**src/kp_config.svh**
```systemverilog
`ifndef KP_CONFIG_SVH
`define KP_CONFIG_SVH

// Clock cycles each keypad column stays driven
`define KP_SCAN_DIV 4

// APB address width in bits
`define KP_AW 8

// Register byte addresses
`define KP_ADDR_KEY  8'h00
`define KP_ADDR_DISP 8'h04
`define KP_ADDR_STAT 8'h08

`endif

```
**src/kp_pkg.sv**
```systemverilog
`default_nettype none

`include "kp_config.svh"

package kp_pkg;

    // Requester side of the APB bus
    typedef struct packed {
        logic              sel;
        logic              enable;
        logic              write;
        logic [`KP_AW-1:0] addr;
        logic [31:0]       wdata;
    } apb_req_t;

    // Completer side of the APB bus
    typedef struct packed {
        logic [31:0] rdata;
        logic        ready;
    } apb_rsp_t;

    // Column index in the upper two bits, row index in the lower two
    typedef logic [3:0] key_code_t;

    // Display command, kind bit clear
    typedef struct packed {
        logic        kind;
        logic [22:0] unused;
        logic [7:0]  opcode;
    } disp_cmd_t;

    // Display pixel run, kind bit set
    typedef struct packed {
        logic        kind;
        logic [14:0] unused;
        logic [7:0]  rpt;
        logic [7:0]  pixel;
    } disp_pix_t;

    typedef union packed {
        disp_cmd_t cmd;
        disp_pix_t pix;
    } disp_word_u;

endpackage

`default_nettype wire

```
**src/apb_arbiter.sv**
```systemverilog
`default_nettype none

module apb_arbiter import kp_pkg::*; (
    input  logic     clk,
    input  logic     rst,
    input  apb_req_t host_req,
    output apb_rsp_t host_rsp,
    input  apb_req_t key_req,
    output apb_rsp_t key_rsp,
    output apb_req_t bus_req,
    input  apb_rsp_t bus_rsp
);

    logic locked;
    logic owner_key;
    logic last_key;
    logic gnt_key;
    logic active;
    logic done;

    // Held owner first, then round robin on a tie
    always_comb begin
        if (locked) begin
            gnt_key = owner_key;
        end else if (host_req.sel && key_req.sel) begin
            gnt_key = !last_key;
        end else begin
            gnt_key = key_req.sel;
        end
    end

    assign active = locked || host_req.sel || key_req.sel;

    always_comb begin
        bus_req = '0;
        if (active) begin
            bus_req = gnt_key ? key_req : host_req;
        end
    end

    assign done = bus_req.sel && bus_req.enable && bus_rsp.ready;

    // Waiting side sees ready low
    always_comb begin
        host_rsp = '0;
        key_rsp  = '0;
        if (active && gnt_key) begin
            key_rsp = bus_rsp;
        end else if (active) begin
            host_rsp = bus_rsp;
        end
    end

    always_ff @(posedge clk or posedge rst) begin
        if (rst) begin
            locked    <= 1'b0;
            owner_key <= 1'b0;
            // Host goes first out of reset
            last_key  <= 1'b1;
        end else if (done) begin
            locked   <= 1'b0;
            last_key <= gnt_key;
        end else if (bus_req.sel) begin
            locked    <= 1'b1;
            owner_key <= gnt_key;
        end
    end

    // Granted request stays on the bus until it completes
    a_grant_held: assert property (@(posedge clk) disable iff (rst)
        (bus_req.sel && !done) |=> bus_req.sel && $stable(bus_req.write)
            && $stable(bus_req.addr) && $stable(bus_req.wdata));

    a_bus_enable_sel: assert property (@(posedge clk) disable iff (rst)
        bus_req.enable |-> bus_req.sel);

endmodule

`default_nettype wire

```
**src/keypad_scanner.sv**
```systemverilog
`default_nettype none

`include "kp_config.svh"

module keypad_scanner import kp_pkg::*; (
    input  logic       clk,
    input  logic       rst,
    input  logic [3:0] row,
    output logic [3:0] column,
    output apb_req_t   req,
    input  apb_rsp_t   rsp
);

    localparam int DIV_W = $clog2(`KP_SCAN_DIV + 1);

    logic [DIV_W-1:0] div_cnt;
    logic             slot_end;
    logic             scan_end;
    logic [1:0]       col_idx;
    logic [1:0]       row_idx;
    logic             hit;
    logic             seen_cur;
    logic             seen_prev;
    logic             fire;
    logic             busy;
    logic             enable_q;
    key_code_t        code_q;

    assign slot_end = (div_cnt == DIV_W'(`KP_SCAN_DIV - 1));
    assign scan_end = slot_end && column[3];

    // Column slot timer and one-hot rotation
    always_ff @(posedge clk or posedge rst) begin
        if (rst) begin
            div_cnt <= '0;
            column  <= 4'b0001;
        end else if (slot_end) begin
            div_cnt <= '0;
            column  <= {column[2:0], column[3]};
        end else begin
            div_cnt <= div_cnt + 1'b1;
        end
    end

    always_comb begin
        case (column)
            4'b0001: col_idx = 2'd0;
            4'b0010: col_idx = 2'd1;
            4'b0100: col_idx = 2'd2;
            default: col_idx = 2'd3;
        endcase
        // Lowest active row wins
        if (row[0]) begin
            row_idx = 2'd0;
        end else if (row[1]) begin
            row_idx = 2'd1;
        end else if (row[2]) begin
            row_idx = 2'd2;
        end else begin
            row_idx = 2'd3;
        end
    end

    assign hit  = |row;
    assign fire = hit && !seen_cur && !seen_prev;

    // Key activity in this scan and the one before
    always_ff @(posedge clk or posedge rst) begin
        if (rst) begin
            seen_cur  <= 1'b0;
            seen_prev <= 1'b0;
        end else if (scan_end) begin
            seen_prev <= seen_cur || hit;
            seen_cur  <= 1'b0;
        end else if (hit) begin
            seen_cur <= 1'b1;
        end
    end

    // Posting master, presses arriving while busy are dropped
    always_ff @(posedge clk or posedge rst) begin
        if (rst) begin
            busy     <= 1'b0;
            enable_q <= 1'b0;
        end else if (!busy) begin
            if (fire) begin
                busy     <= 1'b1;
                enable_q <= 1'b0;
            end
        end else if (!enable_q) begin
            enable_q <= 1'b1;
        end else if (rsp.ready) begin
            busy     <= 1'b0;
            enable_q <= 1'b0;
        end
    end

    always_ff @(posedge clk) begin
        if (!busy && fire) begin
            code_q <= {col_idx, row_idx};
        end
    end

    always_comb begin
        req        = '0;
        req.sel    = busy;
        req.enable = enable_q;
        req.write  = 1'b1;
        req.addr   = `KP_ADDR_KEY;
        req.wdata  = {28'b0, code_q};
    end

    // Ready reaches this master only in its own access phase
    a_ready_in_access: assert property (@(posedge clk) disable iff (rst)
        rsp.ready |-> req.sel && req.enable);

endmodule

`default_nettype wire

```
**src/kp_disp_top.sv**
```systemverilog
`default_nettype none

module kp_disp_top import kp_pkg::*; (
    input  logic       clk,
    input  logic       rst,
    input  logic [3:0] row,
    output logic [3:0] column,
    input  apb_req_t   host_req,
    output apb_rsp_t   host_rsp,
    output logic       screen_csx,
    output logic       screen_dcx,
    output logic       screen_wrx,
    output logic [7:0] screen_data
);

    apb_req_t   key_req;
    apb_rsp_t   key_rsp;
    apb_req_t   bus_req;
    apb_rsp_t   bus_rsp;
    disp_word_u disp_word;
    logic       disp_start;
    logic       disp_busy;

    keypad_scanner keypad_scanner_inst (
        .clk    (clk),
        .rst    (rst),
        .row    (row),
        .column (column),
        .req    (key_req),
        .rsp    (key_rsp)
    );

    // Host and keypad share one bus
    apb_arbiter apb_arbiter_inst (
        .clk      (clk),
        .rst      (rst),
        .host_req (host_req),
        .host_rsp (host_rsp),
        .key_req  (key_req),
        .key_rsp  (key_rsp),
        .bus_req  (bus_req),
        .bus_rsp  (bus_rsp)
    );

    mmio_regs mmio_regs_inst (
        .clk        (clk),
        .rst        (rst),
        .req        (bus_req),
        .rsp        (bus_rsp),
        .disp_word  (disp_word),
        .disp_start (disp_start),
        .disp_busy  (disp_busy)
    );

    screen_writer screen_writer_inst (
        .clk        (clk),
        .rst        (rst),
        .disp_word  (disp_word),
        .disp_start (disp_start),
        .disp_busy  (disp_busy),
        .csx        (screen_csx),
        .dcx        (screen_dcx),
        .wrx        (screen_wrx),
        .data       (screen_data)
    );

endmodule

`default_nettype wire

```
**src/mmio_regs.sv**
```systemverilog
`default_nettype none

`include "kp_config.svh"

module mmio_regs import kp_pkg::*; (
    input  logic       clk,
    input  logic       rst,
    input  apb_req_t   req,
    output apb_rsp_t   rsp,
    output disp_word_u disp_word,
    output logic       disp_start,
    input  logic       disp_busy
);

    logic      access;
    logic      is_key;
    logic      is_disp;
    logic      is_stat;
    logic      key_wr;
    logic      key_rd;
    logic      disp_wr;
    logic      key_valid;
    key_code_t key_code;

    assign access  = req.sel && req.enable;
    assign is_key  = (req.addr == `KP_ADDR_KEY);
    assign is_disp = (req.addr == `KP_ADDR_DISP);
    assign is_stat = (req.addr == `KP_ADDR_STAT);

    assign key_wr  = access && req.write && is_key;
    assign key_rd  = access && !req.write && is_key;
    assign disp_wr = access && req.write && is_disp;

    // Display write goes out only once the writer is free
    assign disp_start = disp_wr && !disp_busy;
    assign disp_word  = req.wdata;

    always_comb begin
        rsp       = '0;
        rsp.ready = access && !(disp_wr && disp_busy);
        if (is_key) begin
            rsp.rdata = {23'b0, key_valid, 4'b0, key_code};
        end else if (is_stat) begin
            rsp.rdata = {31'b0, disp_busy};
        end
    end

    // Latest key, valid until read
    always_ff @(posedge clk or posedge rst) begin
        if (rst) begin
            key_valid <= 1'b0;
            key_code  <= '0;
        end else if (key_wr) begin
            key_valid <= 1'b1;
            key_code  <= req.wdata[3:0];
        end else if (key_rd) begin
            key_valid <= 1'b0;
        end
    end

    // Writer goes busy the cycle after each start
    a_start_handshake: assert property (@(posedge clk) disable iff (rst)
        disp_start |=> disp_busy);

endmodule

`default_nettype wire

```
**src/screen_writer.sv**
```systemverilog
`default_nettype none

module screen_writer import kp_pkg::*; (
    input  logic       clk,
    input  logic       rst,
    input  disp_word_u disp_word,
    input  logic       disp_start,
    output logic       disp_busy,
    output logic       csx,
    output logic       dcx,
    output logic       wrx,
    output logic [7:0] data
);

    localparam logic [1:0] ST_IDLE = 2'd0;
    localparam logic [1:0] ST_CS   = 2'd1;
    localparam logic [1:0] ST_WR   = 2'd2;
    localparam logic [1:0] ST_HI   = 2'd3;

    logic [1:0] state;
    logic [7:0] rpt_cnt;
    logic       dcx_q;
    logic [7:0] data_q;

    always_ff @(posedge clk or posedge rst) begin
        if (rst) begin
            state   <= ST_IDLE;
            rpt_cnt <= '0;
            dcx_q   <= 1'b0;
            data_q  <= '0;
        end else begin
            case (state)
                ST_IDLE: begin
                    if (disp_start) begin
                        state <= ST_CS;
                        dcx_q <= disp_word.cmd.kind;
                        if (disp_word.pix.kind) begin
                            rpt_cnt <= disp_word.pix.rpt;
                            data_q  <= disp_word.pix.pixel;
                        end else begin
                            rpt_cnt <= '0;
                            data_q  <= disp_word.cmd.opcode;
                        end
                    end
                end
                ST_CS: state <= ST_WR;
                ST_WR: state <= ST_HI;
                default: begin
                    // Another strobe for each remaining repeat
                    if (rpt_cnt == '0) begin
                        state <= ST_IDLE;
                    end else begin
                        rpt_cnt <= rpt_cnt - 1'b1;
                        state   <= ST_CS;
                    end
                end
            endcase
        end
    end

    assign disp_busy = (state != ST_IDLE);
    assign csx       = (state == ST_IDLE);
    assign wrx       = (state != ST_WR);
    assign dcx       = dcx_q;
    assign data      = data_q;

    // A start while a word is still going out would be lost
    a_start_when_idle: assert property (@(posedge clk) disable iff (rst)
        disp_start |-> !disp_busy);

endmodule

`default_nettype wire

```
**config.mk**
```make
export PLATFORM = sky130hd
export DESIGN_NAME = kp_disp_top
export DESIGN_NICKNAME = d
export VERILOG_FILES = /design/src/kp_pkg.sv /design/src/apb_arbiter.sv /design/src/keypad_scanner.sv /design/src/kp_disp_top.sv /design/src/mmio_regs.sv /design/src/screen_writer.sv
export VERILOG_INCLUDE_DIRS = /design/src
export SDC_FILE = /design/constraint.sdc
export NUM_CORES = 1
export LEC_CHECK = 0
export BUFFER_PORTS_ARGS = -buffer_cell sky130_fd_sc_hd__buf_2
export CAP_MARGIN = 5
export CORE_UTILIZATION = 50
export CTS_CLUSTER_DIAMETER = 200
export DETAILED_ROUTE_END_ITERATION = 6
export GPL_TIMING_DRIVEN = 0
export MAX_ROUTING_LAYER = met4
export PLACE_DENSITY = 0.78
export SYNTH_ARGS = -nofsm -noshare
export SYNTH_HDL_FRONTEND = slang
export SYNTH_HIERARCHICAL = 1
export SYNTH_SLANG_ARGS = --single-unit
export TNS_END_PERCENT = 20
```
**constraint.sdc**
```tcl
create_clock -name clk -period 3.2 [get_ports clk]
set_input_delay 0.48 -clock clk [delete_from_list [all_inputs] [get_ports clk]]
set_output_delay 0.48 -clock clk [all_outputs]
set_load 0.005 [all_outputs]
```
==> results.ini, run 1 <==
[clock_tree]
clk_path_buf_depth = 2
path_clk_slew_ns = 0.08
cts_hold_buf = 0
clk_latency_ns = 0.29
htree_num_levels = 2
cts_sinks = 42
tritoncts = yes
cts_buffers = 5
cts-root-buf = clkbuf_8

[floorplanning]
io_pins = 97
die_w_um = 85.3
core_mm2 = 0.00653
die-area_mm2 = 0.00728
fp.dieH_um = 85.3
initial_utilization_pct = 53.1
rows = 29

[min_path]
hp-class = in -> async

[cells_and_area]
seqCellArea_mm2 = 0.00107
drive_above_1_share_pct = 36.1
area_growth_pct = 24.6
final_cells = 642
n_antenna_cell = 0
utilization_pct = 66.2
fill_cells = 568
finalInstanceArea_mm2 = 0.00433
nets = 618
multi_input_area_mm2 = 0.00199

[place]
place_inst = 620
postPlaceCellArea_mm2 = 0.00401
post-place-ws_ns = -0.616
hpwlAfterDp_um = 6040
io_buffer_count = 54
place_congestion = 0.867

[global_route]
grt_max_degree = 20
grt_pass1_wl_um = 13200
grtUsageTotal_pct = 23.2
grt_pass1_vias = 3004
grt_overflow = 0
grt_antenna_before_repair = 0

[sta]
maxSlewViolCount = 0
setup_viol = 0
hold_violations = 0
finalWorstSetupSlack_ns = 0.0951
worst_pin_slew_ns = 0.833
fin_crit_ns = 3.10
fin_crit_sh_pct = 97.0
fmax_ghz = 0.322
worst_clock_skew_ns = 0.00529
relSlewSlack_pct = 44.4

[drt]
wl_met1_um = 3420
route.met2.wl_um = 4220
dr_wl_met3_um = 248
via_count = 3115
ant_nets = 0
top_layer = met4
wl_per_cell_um = 12.5
drtPass1Iterations = 4
wl_um = 8010
vias_per_cell = 4.85
drt_iter0_drc = 136
drc = 0

[worst_setup_path]
startpoint_type = flip-flop
worstSetupPathType = reg -> reg
critPathRequiredTime_ns = 3.38
crit_arrival_ns = 3.29
cp_max_fo = 6
endpoint_kind = flip-flop

[pwr]
p_leak_nw = 2.35
irDropWorstVdd_mv = 0.287
p_per_area_mw_per_mm2 = 521
report.power.total_mw = 2.26

[job]
drv_cap = 0

[yosys]
ys_warn_count = 6
syn-cell-area_mm2 = 0.00347
synth.avg_cell_area_um2 = 7.83
syn_inst = 443

[outcome]
status = finished clean

==> sequential cells by signal, summed over array words and instances, names as in the netlist, 2 cells and up <==
signal	flops
keypad_scanner_inst/code_q	4
keypad_scanner_inst/column	4
keypad_scanner_inst/div_cnt	3
mmio_regs_inst/key_code	4
screen_writer_inst/data	8
screen_writer_inst/rpt_cnt	8
screen_writer_inst/state	2
==> through the flow <==
step / TNS [ns] / hold slack, ns
6_report: 0 / 0.0703
5_1_grt: -0.0630 / 0.0742
4_1_cts: 0 / 0.0626
3_5_place_dp: -3.43 / 0.390
3_3_place_gp: -1.70 / 0.387
2_1_floorplan: 0 / 0.233
==> worst max-delay path: stages (launching register included) <==
cell and delay (ns):
dfrtp_1 0.38, buf_6 0.13, a21boi_4 0.23, mux2_4 0.21, buf_8 0.11, nor2_1 0.05
nor4b_2 0.38, nand2_1 0.15, nor2_2 0.13, and3_4 0.20, nand2b_4 0.14, and2_4 0.18
or2b_4 0.29, o32a_2 0.39
==> power by group <==
part           total [mW]  switching, mW  internal [mW]
clock network       0.343          0.189          0.154
registers           0.619         0.0422          0.577
logic                1.29          0.670          0.623
total                2.26          0.901           1.35
==> layer usage <==
layer  GRT usage [%]  vias to the layer above
met4            6.21                        0
met5               -                        -
li1                -                     1591
met1            27.2                     1450
met3            4.86                       14
met2            40.3                       60
==> cell type report <==
type | count | share of cell area (%)
clock inverters | 2 | 0.318
repair buffers | 68 | 8.68
multi-input cells | 340 | 46.0
clock buffers | 6 | 1.68
inverters | 14 | 1.21
well taps | 77 | 2.23
plain buffers | 93 | 15.1
flip-flops and latches | 42 | 24.8
==> cells in the final DEF (no fill, tap or decap), types with 2 or more instances in the layout <==
cell type / count
nand2_1: 98
buf_4: 83
buf_2: 63
conb_1: 49
nor2_1: 48
dfrtp_1: 36
a21oi_1: 32
mux2_2: 15
inv_1: 14
clkbuf_1: 7
buf_1: 5
clkbuf_8: 5
ha_1: 5
mux2i_1: 4
or3_1: 4
nand3_1: 4
edfxtp_1: 4
and3_2: 4
o21ai_0: 4
buf_6: 3
nand2b_1: 3
nor4_4: 3
nor3_1: 3
nand4_1: 3
o2bb2ai_1: 2
nor3_4: 2
a21oi_2: 2
dfstp_2: 2
xnor2_1: 2
nor2b_1: 2
and3_1: 2
mux2_1: 2
and3_4: 2
==> final timing paths <==
path | start | endpoint | slack [ns] | depth (start not counted)
max reg2reg | keypad_scanner_inst/busy | screen_writer_inst/rpt_cnt[3] | 0.1 | 13
max | keypad_scanner_inst/busy | screen_writer_inst/rpt_cnt[3] | 0.1 | 13
min reg2reg | keypad_scanner_inst/div_cnt[0] | keypad_scanner_inst/div_cnt[0] | 0.44 | 1
min in group clk | keypad_scanner_inst/div_cnt[0] | keypad_scanner_inst/div_cnt[0] | 0.44 | 1
max in group asynchronous | rst | screen_writer_inst/rpt_cnt[7] | 2.31 | 2
min | rst | apb_arbiter_inst/locked | 0.07 | 2
==> timing repair <==
item                       in CTS  in global routing
resized for setup              16                 15
setup endpoints to repair      24                  5
setup buffers                   4                 10
pin swaps                       2                  5
hold endpoints to repair        0                  0
gates cloned                    0                  0
Note: power is estimated with default switching activity, not from simulation.
==> run 2: changes to the inputs <==
--- a/config.mk
+++ b/config.mk
@@ -8,11 +8,12 @@
 export LEC_CHECK = 0
 export BUFFER_PORTS_ARGS = -buffer_cell sky130_fd_sc_hd__buf_2
 export CAP_MARGIN = 5
+export CORE_ASPECT_RATIO = 1.25
 export CORE_UTILIZATION = 50
 export CTS_CLUSTER_DIAMETER = 200
+export CTS_CLUSTER_SIZE = 40
 export DETAILED_ROUTE_END_ITERATION = 6
 export GPL_TIMING_DRIVEN = 0
-export MAX_ROUTING_LAYER = met4
 export PLACE_DENSITY = 0.78
 export SYNTH_ARGS = -nofsm -noshare
 export SYNTH_HDL_FRONTEND = slang
==> run 2 against run 1 <==
Net effect: wire length down 2.7%; flip-flop and latch count unchanged; register-to-register slack better by 0.02 ns; highest routed layer unchanged.
==> results.ini, run 2 (same netlist as run 1, synthesis figures left out) <==
[global_route]
gr-usage-met2_pct = 41.3  ; +0.97 points
grtUsageTotal_pct = 21.4  ; -1.7 points
grt_use_met1_pct = 23.6  ; -3.6 points
grt_pass1_vias = 2863  ; -4.7%
grt_max_degree = 20  ; unchanged
busiest_layer = met2
grt_pass1_wl_um = 12400  ; -5.7%
grt_overflow = 0  ; unchanged
use_met3_pct = 3.16  ; -1.7 points
grt_antenna_before_repair = 0  ; unchanged

[pwr]
p_leak_nw = 2.33  ; -0.82%
irDropWorstVdd_mv = 0.307  ; +6.9%
comb_power_share_pct = 56.5  ; -0.8 points
p_int_mw = 1.32  ; -2.6%
clockPowerShare_pct = 15.5  ; +0.3 points
sw_frac_of_total_pct = 40.0  ; +0.071 points
power_frac_seq_pct = 28.0  ; +0.6 points
p_per_area_mw_per_mm2 = 513  ; -1.5%
switching_power_mw = 0.881  ; -2.3%

[clock_tree]
clk_path_buf_depth = 2  ; unchanged
cts_sinks = 42  ; unchanged
path_clk_slew_ns = 0.08  ; about the same
cts-root-buf = clkbuf_8
clk_latency_ns = 0.29  ; about the same
cts_buffers = 5  ; unchanged
cts_hold_buf = 0  ; unchanged
tritoncts = yes
htree_num_levels = 2  ; unchanged

[cells_and_area]
mostFrequentLayoutCell = nand2_1
finalInstanceArea_mm2 = 0.00428  ; -0.95%
area_growth_pct = 23.4
n_antenna_cell = 0  ; unchanged
final_cell_mix = nand2_1, buf_4, buf_2
drive_above_1_share_pct = 35.8  ; -0.33 points
nets = 612  ; -0.97%
fill_cells = 607  ; +6.9%
final_cells = 646  ; +0.62%

[worst_setup_path]
reg2regPathDepth = 13  ; unchanged
worstSetupPathType = reg -> out
crit_arrival_ns = 2.61  ; -0.68 ns
critPathTopFamily = simple AND/OR/NAND/NOR gates
cp_max_fo = 8  ; +2
slowest_delay_ns = 0.36  ; -0.03 ns
r2r_setup_slack_ns = 0.11  ; +0.02 ns
path_buf_inv = 4  ; +2
rr_startpoint = keypad_scanner_inst/busy
startpoint_type = flip-flop
worstPathCellList = buf_4 > a21boi_4 > mux2i_2 > buf_2 > nand2_1 > a21oi_2 > nor4_4 > buf_4 > nand2_1 > nor3_1 > nand2_1 > nor2_1 > buf_2
critPathRequiredTime_ns = 2.72  ; -0.66 ns
slowest_stage = dfrtp_1
r2r_end = screen_writer_inst/rpt_cnt[3]
crit_path_frequent_cell = nand2_1
endpoint_kind = output port

[sta]
relSlewSlack_pct = 44.8  ; +0.39 points
worst_pin_slew_ns = 0.827  ; -0.00583 ns
fin_crit_sh_pct = 96.5  ; -0.55 points
fin_crit_ns = 3.09  ; -0.0176 ns
setup_viol = 0  ; unchanged
hold_violations = 0  ; unchanged
fmax_ghz = 0.324  ; +0.57%
maxSlewViolCount = 0  ; unchanged
rsz0062_at_grt = yes
worst_clock_skew_ns = 0.00795  ; +0.00266 ns

[floorplanning]
die_w_um = 76.5  ; -10%
rows = 33  ; +14%
initial_utilization_pct = 52.2  ; -0.93 points
core_mm2 = 0.00665  ; +1.8%
fp.dieH_um = 95.2  ; +12%
io_pins = 97  ; unchanged
die-area_mm2 = 0.00728  ; about the same

[drt]
vias_per_cell = 4.79  ; -1.3%
wl_um = 7790  ; -2.7%
drc = 0  ; unchanged
drtPass1Iterations = 4  ; unchanged
wl_per_cell_um = 12.1  ; -3.3%
drt_iter0_drc = 104  ; -24%
via_count = 3093  ; -0.71%
ant_nets = 0  ; unchanged

[place]
hpwlAfterDp_um = 6000  ; -0.65%
place_inst = 630  ; +1.6%
place_congestion = 0.859  ; -0.95%
io_buffer_count = 54  ; unchanged
postPlaceCellArea_mm2 = 0.00402  ; +0.31%

[min_path]
hp-class = in -> async

[job]
drv_cap = 0  ; unchanged

[outcome]
status = finished clean

## run 2: worst max path at each step
stage                                          to  slack, ns  cells past startpoint                      from
floorplan           screen_writer_inst/rpt_cnt[3]       0.04                     11  keypad_scanner_inst/busy
global placement    screen_writer_inst/rpt_cnt[3]      -0.51                     11              host_req[42]
detailed placement  screen_writer_inst/rpt_cnt[3]      -0.49                     11              host_req[42]
CTS                 screen_writer_inst/rpt_cnt[3]       0.01                     13  keypad_scanner_inst/busy
global route                          host_rsp[0]      -0.03                     12  keypad_scanner_inst/busy
finish                                host_rsp[1]       0.11                     13  keypad_scanner_inst/busy
## run 2: final cells by class
type                       count  area, um^2  area share [%]
sequential                    42        1070            25.1
inverter                      14        52.6            1.23
clock buffer                   5        68.8            1.61
timing repair buffer          62         330            7.71
buffer                        93         639            14.9
clock inverter                 3        18.8           0.438
tap                           87         109            2.54
multi-input combinational    340        1990            46.5
## run 2: worst register-to-register path, cell delays in order, from the launching register on
cell,delay [ns]
dfrtp_1,0.36
buf_4,0.17
a21boi_4,0.21
mux2i_2,0.11
buf_2,0.19
nand2_1,0.10
a21oi_2,0.08
nor4_4,0.30
and3_4,0.25
and3_4,0.22
nand2b_4,0.15
and2_4,0.18
or2b_4,0.30
o32a_2,0.38
## run 2: power groups by stage
stage | Clock [mW] | Sequential [mW] | Combinational [mW]
after floorplan | 0 | 0.614 | 0.877
after global placement | 0 | 0.620 | 1.03
after detailed placement | 0 | 0.623 | 1.05
after CTS | 0.356 | 0.612 | 1.12
after global routing | 0.373 | 0.620 | 1.37
final | 0.341 | 0.615 | 1.24
## run 2: metrics by stage
step | hold WS, ns | util [%] | worst slack [ns] | power [mW] | setup TNS (ns)
3_5_place_dp | 0.391 | 60.5 | -0.487 | 1.68 | -1.48
2_1_floorplan | 0.233 | - | 0.0434 | 1.49 | 0
5_1_grt | 0.0798 | 64.4 | -0.0281 | 2.37 | -0.0435
4_1_cts | 0.0726 | 62.9 | 0.0126 | 2.08 | 0
6_report | 0.0820 | 64.4 | 0.113 | 2.20 | 0
3_3_place_gp | 0.390 | 60.5 | -0.511 | 1.65 | -1.52
## run 2: routing by layer
metal	part of all wire (%)	up-vias
met5	0	-
met4	1.8	0
met3	3.1	16
met2	54	63
met1	41	1427
li1	-	1587
## run 2: repair_timing
item / in CTS / in global routing
gates cloned: 0 / 0
pin swaps: 2 / 5
setup endpoints to repair: 9 / 5
buffers inserted: 3 / 5
gates resized for setup: 12 / 17
